==> src/logic/busPkg.sv <==
// shared widths, encodings and instruction formats of the bus datapath, compiled before all RTL
package busPkg;

  ////////////////////////////////////////////////////////////
  // sizes and register indices
  ////////////////////////////////////////////////////////////

  // every bus and register is one byte
  localparam int busWidth = 8;
  // A, B and OUT
  localparam int regCount = 3;

  // bit positions inside a load mask
  localparam int regA = 0;
  localparam int regB = 1;
  localparam int regOut = 2;

  // index width for an n-way select, never below one bit
  function automatic int indexWidth(int count);
    return (count > 1) ? $clog2(count) : 1;
  endfunction

  ////////////////////////////////////////////////////////////
  // encodings
  ////////////////////////////////////////////////////////////

  // instruction class, top nibble of every word
  typedef enum logic [3:0] {
    opNop = 4'h0,
    opMove = 4'h1,
    opLoadImm = 4'h2,
    opAlu = 4'h3
  } opcode_e;

  // what drives the shared bus this cycle
  typedef enum logic [1:0] {
    srcImm = 2'd0,
    srcA = 2'd1,
    srcB = 2'd2,
    srcAlu = 2'd3
  } source_e;

  typedef enum logic [1:0] {
    aluAdd = 2'd0,
    aluSub = 2'd1,
    aluAnd = 2'd2,
    aluXor = 2'd3
  } aluOp_e;

  ////////////////////////////////////////////////////////////
  // instruction word, two views of the same 16 bits
  ////////////////////////////////////////////////////////////

  // register move and ALU form
  typedef struct packed {
    opcode_e opcode;
    logic [regCount-1:0] loadMask;
    source_e source;
    aluOp_e aluOp;
    logic [4:0] pad;
  } moveForm_t;

  // immediate load form, opcode and mask in the same place
  typedef struct packed {
    opcode_e opcode;
    logic [regCount-1:0] loadMask;
    logic pad;
    logic [busWidth-1:0] immediate;
  } immForm_t;

  typedef union packed {
    moveForm_t asMove;
    immForm_t asImm;
  } instrWord_u;

  // decoder output toward bus mux, registers and ALU
  typedef struct packed {
    source_e source;
    logic [regCount-1:0] loadMask;
    aluOp_e aluOp;
    logic [busWidth-1:0] immediate;
  } busCtrl_t;

endpackage

==> src/logic/oneHotEncoder.sv <==
// priority encoder turning register read enables into an input index, used inside register
module oneHotEncoder #(
  parameter int inputCount = 2,
  localparam int selWidth = busPkg::indexWidth(inputCount)
) (
  input logic [inputCount-1:0] select,
  output logic [selWidth-1:0] encodedSelect
);

  // scan upward so the last hit is the highest index
  // nothing set gives index zero
  always_comb begin
    encodedSelect = '0;
    for (int i = 0; i < inputCount; i++) begin
      if (select[i]) begin
        encodedSelect = selWidth'(i);
      end
    end
  end

  ////////////////////////////////////////////////////////////
  // checks
  ////////////////////////////////////////////////////////////

  // index must address a real input
  // matters when inputCount is not a power of two
  always_comb begin
    assert (int'(encodedSelect) < inputCount)
      else $error("encoder index %0d out of range", encodedSelect);
  end

endmodule

==> src/logic/register.sv <==
// byte register with several load sources, highest enabled source wins, one per bus register
module register #(
  parameter int inputCount = 1
) (
  input logic clk,
  input logic nrst,
  input logic [inputCount*busPkg::busWidth-1:0] busInputs,
  input logic [inputCount-1:0] readEnable,
  output logic [busPkg::busWidth-1:0] value
);

  localparam int selWidth = busPkg::indexWidth(inputCount);

  // inputs split into bytes, index 0 in the low byte
  logic [inputCount-1:0][busPkg::busWidth-1:0] inputBytes;
  // which byte to take when loading
  logic [selWidth-1:0] selIndex;
  logic [busPkg::busWidth-1:0] selectedByte;

  ////////////////////////////////////////////////////////////
  // source select
  ////////////////////////////////////////////////////////////

  // highest enable wins
  oneHotEncoder #(
    .inputCount(inputCount)
  ) encoder (
    .select(readEnable),
    .encodedSelect(selIndex)
  );

  // unpack the flat input vector
  assign inputBytes = busInputs;
  assign selectedByte = inputBytes[selIndex];

  ////////////////////////////////////////////////////////////
  // storage
  ////////////////////////////////////////////////////////////

  // load on any enable, otherwise hold
  always_ff @(posedge clk or negedge nrst) begin
    if (!nrst) begin
      value <= '0;
    end else if (|readEnable) begin
      value <= selectedByte;
    end
  end

  // no enable at an edge, same value after it
  property holdWithoutEnable;
    @(posedge clk) disable iff (!nrst)
      !(|readEnable) |=> $stable(value);
  endproperty

  holdCheck: assert property (holdWithoutEnable)
    else $error("register changed without a read enable");

endmodule

==> src/logic/instructionDecoder.sv <==
// combinational decoder from a strobed instruction word to bus source, load mask and ALU op
module instructionDecoder (
  input logic instrValid,
  input busPkg::instrWord_u instr,
  output busPkg::busCtrl_t ctrl
);

  // same bit position in both views
  busPkg::opcode_e opcode;

  assign opcode = instr.asMove.opcode;

  ////////////////////////////////////////////////////////////
  // decode
  ////////////////////////////////////////////////////////////

  always_comb begin
    // idle defaults, nothing loads
    ctrl.source = busPkg::srcImm;
    ctrl.loadMask = '0;
    ctrl.aluOp = busPkg::aluAdd;
    // immediate always offered, bus mux picks it only for srcImm
    ctrl.immediate = instr.asImm.immediate;

    if (instrValid) begin
      case (opcode)
        // register to register copy
        // source field decides who drives the bus
        busPkg::opMove: begin
          ctrl.source = instr.asMove.source;
          ctrl.loadMask = instr.asMove.loadMask;
          ctrl.aluOp = instr.asMove.aluOp;
        end

        // immediate view, source forced
        busPkg::opLoadImm: begin
          ctrl.source = busPkg::srcImm;
          ctrl.loadMask = instr.asImm.loadMask;
        end

        // ALU result onto the bus
        // source field of the word ignored
        busPkg::opAlu: begin
          ctrl.source = busPkg::srcAlu;
          ctrl.loadMask = instr.asMove.loadMask;
          ctrl.aluOp = instr.asMove.aluOp;
        end

        // opNop and unknown codes load nothing
        default: begin
          ctrl.loadMask = '0;
        end
      endcase
    end
  end

  ////////////////////////////////////////////////////////////
  // checks
  ////////////////////////////////////////////////////////////

  // a load without a strobe would corrupt the bank
  always_comb begin
    assert (instrValid || (ctrl.loadMask == '0))
      else $error("load mask %b without instrValid", ctrl.loadMask);
  end

endmodule

==> src/logic/alu.sv <==
// combinational byte ALU on registers A and B, result goes back to the shared bus
module alu (
  input logic [busPkg::busWidth-1:0] a,
  input logic [busPkg::busWidth-1:0] b,
  input busPkg::aluOp_e op,
  output logic [busPkg::busWidth-1:0] result
);

  ////////////////////////////////////////////////////////////
  // operations
  ////////////////////////////////////////////////////////////

  // all results wrap at one byte
  // no carry or borrow kept
  always_comb begin
    case (op)
      // modulo 256 sum
      busPkg::aluAdd: begin
        result = a + b;
      end

      // a minus b, wraps below zero
      busPkg::aluSub: begin
        result = a - b;
      end

      busPkg::aluAnd: begin
        result = a & b;
      end

      busPkg::aluXor: begin
        result = a ^ b;
      end

      // unreachable with a two bit op
      default: begin
        result = '0;
      end
    endcase
  end

endmodule

==> src/logic/busDatapath.sv <==
// top level of the bus datapath, decoder driving a shared byte bus into A, B and OUT
module busDatapath (
  input logic clk,
  input logic nrst,
  input logic instrValid,
  input busPkg::instrWord_u instr,
  input logic extLoad,
  input logic [busPkg::busWidth-1:0] extData,
  output logic [busPkg::busWidth-1:0] outData,
  output logic [busPkg::busWidth-1:0] regAView,
  output logic [busPkg::busWidth-1:0] regBView
);

  busPkg::busCtrl_t ctrl;
  // shared bus byte
  logic [busPkg::busWidth-1:0] busByte;
  logic [busPkg::busWidth-1:0] aluResult;

  ////////////////////////////////////////////////////////////
  // decode and bus mux
  ////////////////////////////////////////////////////////////

  instructionDecoder decoder (
    .instrValid(instrValid),
    .instr(instr),
    .ctrl(ctrl)
  );

  // one driver per cycle, chosen by the decoder
  always_comb begin
    case (ctrl.source)
      busPkg::srcImm: busByte = ctrl.immediate;
      busPkg::srcA: busByte = regAView;
      busPkg::srcB: busByte = regBView;
      default: busByte = aluResult;
    endcase
  end

  ////////////////////////////////////////////////////////////
  // register bank and ALU
  ////////////////////////////////////////////////////////////

  // A, index 1 is the external port and beats the bus
  register #(
    .inputCount(2)
  ) regAInst (
    .clk(clk),
    .nrst(nrst),
    .busInputs({extData, busByte}),
    .readEnable({extLoad, ctrl.loadMask[busPkg::regA]}),
    .value(regAView)
  );

  register #(
    .inputCount(1)
  ) regBInst (
    .clk(clk),
    .nrst(nrst),
    .busInputs(busByte),
    .readEnable(ctrl.loadMask[busPkg::regB]),
    .value(regBView)
  );

  register #(
    .inputCount(1)
  ) regOutInst (
    .clk(clk),
    .nrst(nrst),
    .busInputs(busByte),
    .readEnable(ctrl.loadMask[busPkg::regOut]),
    .value(outData)
  );

  // reads the current A and B, feeds srcAlu
  alu aluInst (
    .a(regAView),
    .b(regBView),
    .op(ctrl.aluOp),
    .result(aluResult)
  );

  // external load always lands in A, even against an instruction load
  extLoadWins: assert property (
    @(posedge clk) disable iff (!nrst)
      extLoad |=> (regAView == $past(extData))
  ) else $error("A did not take extData after extLoad");

endmodule

==> config.mk <==
export PLATFORM = sky130hd
export DESIGN_NAME = busDatapath
export DESIGN_NICKNAME = d
export VERILOG_FILES = /design/src/logic/busPkg.sv /design/src/logic/oneHotEncoder.sv /design/src/logic/register.sv /design/src/logic/instructionDecoder.sv /design/src/logic/alu.sv /design/src/logic/busDatapath.sv
export SDC_FILE = /design/constraint.sdc
export NUM_CORES = 1
export LEC_CHECK = 0
export ABC_AREA = 1
export BUFFER_PORTS_ARGS = -buffer_cell sky130_fd_sc_hd__buf_2
export CAP_MARGIN = 20
export CELL_PAD_IN_SITES_DETAIL_PLACEMENT = 1
export CELL_PAD_IN_SITES_GLOBAL_PLACEMENT = 2
export CORE_UTILIZATION = 29
export DETAILED_ROUTE_END_ITERATION = 8
export GPL_TIMING_DRIVEN = 0
export PLACE_DENSITY = 0.86
export SLEW_MARGIN = 25
export SYNTH_ARGS = -nofsm -noshare
export SYNTH_HDL_FRONTEND = slang
export SYNTH_HIERARCHICAL = 1
export SYNTH_SLANG_ARGS = --single-unit
==> constraint.sdc <==
create_clock -name clk -period 3 [get_ports clk]
set_input_delay 0.6 -clock clk [delete_from_list [all_inputs] [get_ports clk]]
set_output_delay 0.6 -clock clk [all_outputs]
set_load 0.005 [all_outputs]
=== After elaboration in Yosys (flattened, before gate mapping) ===
Index checks and enable logic that the tools add are counted.

* Equality and inequality tests: 8
* Reduce and logical (&&, ||, !) cells: 5
* Bitwise logic cells: 2
* Add/subtract/negate cells: 2
* Multiplexer cells: 9
* Magnitude comparators: 1

{| class="wikitable"
|+ Operator list
! cell !! number
|-
| 8-bit one-hot mux with 4 select lines || 1
|-
| 8-bit one-hot mux with 3 select lines || 1
|-
| 8-bit two-way mux || 2
|-
| 8-bit adder || 1
|-
| 8-bit bitwise AND || 1
|-
| 4-bit by 2-bit equality test with 1-bit output, second input constant || 2
|-
| 8-bit subtractor || 1
|-
| 8-bit bitwise XOR || 1
|-
| 7-bit two-way mux || 1
|-
| 2-bit equality test, second input constant || 3
|-
| 2-bit by 1-bit equality test with 1-bit output, second input constant || 2
|-
| 4-bit by 1-bit equality test with 1-bit output, second input constant || 1
|-
| 2-bit zero test || 2
|-
| 2-bit one-hot mux with 2 select lines || 1
|-
| 2-bit OR reduction || 2
|-
| 3-bit two-way mux || 1
|-
| 3-bit OR reduction || 1
|-
| 1-bit by 2-bit less-than comparator with 1-bit output, second input constant || 1
|-
| 2-bit two-way mux || 1
|-
| 1-bit two-way mux || 1
|}

* Input port bits: 28
* Output and inout bits: 24
* Logic and storage cells: 30
* Register bits: 24

=== Logic depth before layout (Yosys ltp) ===
* Depth after elaboration: 9
* Gate-level depth with buffers: 23
* Mapped depth without buffers: 23

=== By module ===
Netlist, hierarchy kept.

{| class="wikitable"
|+ Modules (own cells, without submodules)
! module !! instances !! seq. area each (sq um) !! area an instance (sq um) !! cells an instance
|-
| alu || 1 || 0.0 || 762.0 || 130
|-
| register (regBInst ...) || 2 || 200.2 || 305.3 || 34
|-
| register (regAInst) || 1 || 200.2 || 410.4 || 60
|-
| busDatapath || 1 || 0.0 || 264.0 || 47
|-
| instructionDecoder || 1 || 0.0 || 150.1 || 28
|-
| oneHotEncoder || 1 || 0.0 || 7.5 || 1
|}

=== Least setup slack after synthesis ===
Ideal clock, no wire load.

* Path kind: in2reg
* Start point: in instr[15] (netlist name)
* End point: reg regAInst/value[7] (netlist name)
* Stages on the path: 22
* Arrival: 2783 ps
* Setup time: 117 ps
* Path slack: 100 ps
* Required time: 2883 ps
* Path buffers: 0
* Cells stage by stage: nor2_2 -> nand3_2 -> nor2_1 -> inv_2 -> a21oi_1 -> xor2_1 -> inv_1 -> ha_1 -> nand2_1 -> nand2_1 -> nand2_1 -> nand2_1 -> a21oi_1 -> nand3_1 -> nand3_1 -> nand2_1 -> nand3_1 -> nand4_1 -> nand2_1 -> nand2_1 -> nand2_1 -> nand2_1

{| class="wikitable"
|+ RTL lines
! element !! RTL line !! RTL
|-
| from (decl) || busDatapath.sv:6 || <nowiki>input busPkg::instrWord_u instr,</nowiki>
|-
| to (signal assigned) || register.sv:45 || <nowiki>value <= selectedByte;</nowiki>
|-
| to (decl) || register.sv:9 || <nowiki>output logic [busPkg::busWidth-1:0] value</nowiki>
|}

==> Implementation_results.wiki <==
{| class="wikitable"
! Metric !! Value
|-
| Crit path cell chain || buf_6 -> nor2_4 -> nand3_4 -> nor2_4 -> nand2_8 -> buf_4 -> nor2_1 -> a21oi_2 -> fa_1 -> nand2_1 -> a21oi_2 -> nor3_1 -> nand3b_1 -> nand3_1 -> nand3_1 -> nand4_1 -> buf_4 -> nand2_1 -> nand2_1
|-
| Via/cell ratio || 4.76
|-
| Fmax || 345 MHz
|-
| Logic depth of the worst register-to-register path || 20
|-
| Flip-flop and latch count after synthesis || 24
|-
| Complex-gate fraction of the synthesized area || 0.0471
|-
| Proportion of synthesized chip area in sequential cells || 0.272
|-
| Reg-to-reg endpoint || regAInst/value[6]$_DFFE_PN0P_
|-
| Total GRT Usage || 0.173
|-
| Number of buffers added to fix hold violations after cts || 0
|-
| Initial Util || 0.302
|-
| Ys async rst share || 1.00
|-
| Count of endpoints failing setup in the final report || 0
|-
| Detailed Route WL || 6.94 mm
|-
| H-tree levels || 1
|-
| Most used standard cell by instance count after synthesis || sky130_fd_sc_hd__nand2_1
|-
| Cell Pwr Density || 550 nW/um^2
|-
| Global-route congestion overflow total || 0
|-
| Initial antenna violation count || 0
|-
| Leakage power summed over all cells || 0.00158 uW
|-
| Die area || 7950 sq um
|-
| Reg-to-Reg Start || regBInst/value[2]$_DFFE_PN0P_
|-
| Number of buffers inserted during clock tree synthesis || 3
|-
| R2R Setup Slk || 240 ps
|-
| Post-route DRC || 0
|-
| Routed len/inst || 13.9 um
|-
| Crit path required time || 3160 ps
|-
| RSZ-0062 raised after global routing || yes
|-
| Delay-heaviest family, CP || simple AND/OR/NAND/NOR gates
|-
| Biggest cell delay along the critical path || 460 ps
|-
| Number of inserted filler cells in the final layout || 978
|-
| Multiplexer share of the synthesized area || 0
|-
| Maxcap violations || 0
|-
| Number of buffer and inverter instances along the worst setup path || 3
|-
| Site Rows || 31
|-
| Max Root-Sink Buffers || 2
|-
| Share of post-route cells with drive strength above 1 || 0.323
|-
| Startpoint Class || primary input
|-
| Remaining antenna violation count || 0
|-
| Clock Root Buffer || sky130_fd_sc_hd__clkbuf_8
|-
| Die H || 89.2 um
|-
| Synthesized-area fraction occupied by and/or/nand/nor cells || 0.429
|-
| # clock sinks || 24
|-
| First-pass iteration count of the detailed router || 4
|-
| Worst slack at placement || -576 ps
|-
| Share of synthesized cell area in full adder, half adder and majority cells || 0.0999
|-
| Worst-case setup margin in the final layout || 101 ps
|-
| Post-synth net total || 379
|-
| Timing startpoint of the critical path || instr[14]
|-
| Slew at the pin closest to its max-slew limit || 533 ps
|-
| Tightest hold margin || 305 ps
|-
| Most Frequent Cell on Critical Path || sky130_fd_sc_hd__nand2_1
|-
| Pin count of the biggest net entering global routing || 25
|-
| Cell with the largest stage delay on the worst path || sky130_fd_sc_hd__fa_1
|-
| Post-synthesis cell type count || 23
|-
| Synth-to-layout area growth || 32.9%
|-
| XOR/XNOR Fraction of Synth Area || 0.0238
|-
| Skew final || 5.58 ps
|-
| Final Cycle Share || 0.966
|-
| Main combinational cell family by area after synthesis || simple AND/OR/NAND/NOR gates
|-
| Buffers on Ports || 46
|-
| Minimum clock period || 2900 ps
|-
| Post-layout net count || 447
|-
| Sum of net half-perimeters after detailed placement || 5.49 mm
|-
| Total chip power || 1610 uW
|-
| Post-synth design cell area || 2200 sq um
|-
| Global-route wire length before repair || 10.6 mm
|-
| Clock latency on the worst-skew pair || 260 ps
|-
| CP Capture Type || flip-flop
|-
| Dominant synthesized flop cell || sky130_fd_sc_hd__dfrtp_1
|-
| Hold Crit Class || primary input to asynchronous set/reset pin
|-
| Inserted Diodes || 0
|-
| Path type of the worst setup path || primary input to flip-flop
|-
| Area taken by flip-flops and latches || 603 sq um
|-
| Number of warnings issued by yosys || 6
|-
| Status || completed
|-
| Count of mapped cells out of synthesis || 334
|-
| Via count of the first global-routing pass || 2168
|-
| Area of the core || 7290 sq um
|-
| Slew Viols, Final || 0
|-
| Mapped Avg Cell Area || 6.60 sq um
|-
| Setup TNS || 0 ps
|-
| Total I/O pin count || 52
|-
| Leading cell types by count after synthesis || 143 x sky130_fd_sc_hd__nand2_1, 37 x sky130_fd_sc_hd__nand3_1, 29 x sky130_fd_sc_hd__inv_1, 24 x sky130_fd_sc_hd__dfrtp_1, 16 x sky130_fd_sc_hd__ha_1
|-
| Maximum resistive drop on vdd || 160 uV
|-
| Die Wd || 89.2 um
|-
| Top area cells in the synthesized netlist || sky130_fd_sc_hd__dfrtp_1 27%, sky130_fd_sc_hd__nand2_1 24%, sky130_fd_sc_hd__ha_1 9.1%
|-
| Levels on crit path || 19
|-
| Remaining max-slew budget at the tightest pin || 0.645
|-
| Area of the multi-input gates || 1500 sq um
|-
| WP data arrival || 3060 ps
|-
| Clock transition at the registers of the reported paths || 80 ps
|-
| Count of flip-flops with a built-in enable after synthesis || 0
|-
| Gpl congestion || 0.792
|-
| Share of the synthesized area in the top cell type || 0.272
|-
| Endpoint of the worst setup timing path || regBInst/value[4]$_DFFE_PN0P_
|-
| CTS tree || built
|-
| Final Hold Vio Count || 0
|-
| Cell taking the most area after synthesis || sky130_fd_sc_hd__dfrtp_1
|-
| Initial DRC count || 73
|-
| Worst Path Max Fanout || 6
|-
| Vias post-DR || 2377
|}
[final cells by class]
| cell class | instances | share of cell area |
|---|---|---|
| well taps | 99 | 0.0423 |
| multi-input cells | 258 | 0.511 |
| clock buffers | 3 | 0.0141 |
| plain buffers | 16 | 0.0500 |
| repair buffers | 63 | 0.129 |
| inverters | 36 | 0.0478 |
| flip-flops and latches | 24 | 0.206 |
[timing repair]
action | CTS | global route
cloned | 0 | 0
endpoints found under the setup margin | 15 | 15
pin swaps | 6 | 32
gates resized for setup | 9 | 39
buffers inserted | 7 | 10
[power breakdown]
part / switching (uW) / internal (uW)
registers: 95.4 / 382
logic: 503 / 443
clock network: 98.0 / 89.8
[cell families (layout without fill, tap and decap cells)]
group / Yosys count / in the layout
compound gates: 18 / 18
xor+xnor: 6 / 6
fa+ha+maj: 17 / 17
buf+inv: 52 / 118
flops: 24 / 24
simple gates: 217 / 217
[worst min-delay path by stage]
stage / cells after the start / slack, ps / endpoint / from
2_1_floorplan: 0 / 300 / regAInst/value[0]$_DFFE_PN0P_ / nrst
3_3_place_gp: 2 / 450 / regOutInst/value[0]$_DFFE_PN0P_ / regOutInst/value[0]$_DFFE_PN0P_
3_5_place_dp: 2 / 460 / regOutInst/value[1]$_DFFE_PN0P_ / regOutInst/value[1]$_DFFE_PN0P_
4_1_cts: 1 / 310 / regOutInst/value[3]$_DFFE_PN0P_ / nrst
5_1_grt: 1 / 350 / regOutInst/value[3]$_DFFE_PN0P_ / nrst
6_report: 1 / 300 / regOutInst/value[3]$_DFFE_PN0P_ / nrst
[worst register-to-register path: cells and delay by family, from the launching register on]
kind	cells	cell delay (ps)
AND/OR/NAND/NOR	16	1430
flip-flops	1	550
adder cells (fa/ha/maj)	1	360
buffers and inverters	2	160
XOR/XNOR	1	150
[registers in the layout (all words and copies together), names as in the netlist]
register	flops
regAInst/value	8
regBInst/value	8
regOutInst/value	8
[layer usage]
layer | global-route usage | vias to the layer above | share of wire
met1 | 0.248 | 1124 | 0.49
met2 | 0.286 | 59 | 0.48
met3 | 0.0194 | 0 | 0.029
li1 | - | 1194 | -
met4 | 0.0202 | 0 | 0
met5 | 0 | - | 0
[per-stage QoR]
stage / util / cells / cell area (sq um)
2_1_floorplan: - / 334 / 2200
3_3_place_gp: 0.351 / 479 / 2560
3_5_place_dp: 0.351 / 479 / 2560
4_1_cts: 0.369 / 489 / 2690
5_1_grt: 0.402 / 499 / 2930
6_report: 0.402 / 499 / 2930
[cell usage in the layout, fill, tap and decap left out, types with 2 or more instances in the layout]
cell / instances
sky130_fd_sc_hd__a22o_1: 3
sky130_fd_sc_hd__dfrtp_1: 22
sky130_fd_sc_hd__nor2_1: 11
sky130_fd_sc_hd__nand2_8: 2
sky130_fd_sc_hd__nand3_1: 34
sky130_fd_sc_hd__xor2_1: 2
sky130_fd_sc_hd__inv_2: 7
sky130_fd_sc_hd__buf_2: 44
sky130_fd_sc_hd__ha_1: 12
sky130_fd_sc_hd__buf_4: 24
sky130_fd_sc_hd__nor2_4: 5
sky130_fd_sc_hd__nand2_2: 9
sky130_fd_sc_hd__inv_1: 28
sky130_fd_sc_hd__o21ai_1: 2
sky130_fd_sc_hd__dfrtp_2: 2
sky130_fd_sc_hd__buf_6: 11
sky130_fd_sc_hd__ha_4: 3
sky130_fd_sc_hd__xnor2_1: 3
sky130_fd_sc_hd__a21oi_2: 7
sky130_fd_sc_hd__o21ai_0: 2
sky130_fd_sc_hd__nand3b_1: 2
sky130_fd_sc_hd__a21oi_1: 2
sky130_fd_sc_hd__nand3_2: 4
sky130_fd_sc_hd__clkbuf_8: 3
sky130_fd_sc_hd__nand2_1: 134
sky130_fd_sc_hd__nand4_1: 11
sky130_fd_sc_hd__nor2_2: 2
(Power assumes the default switching activity.)
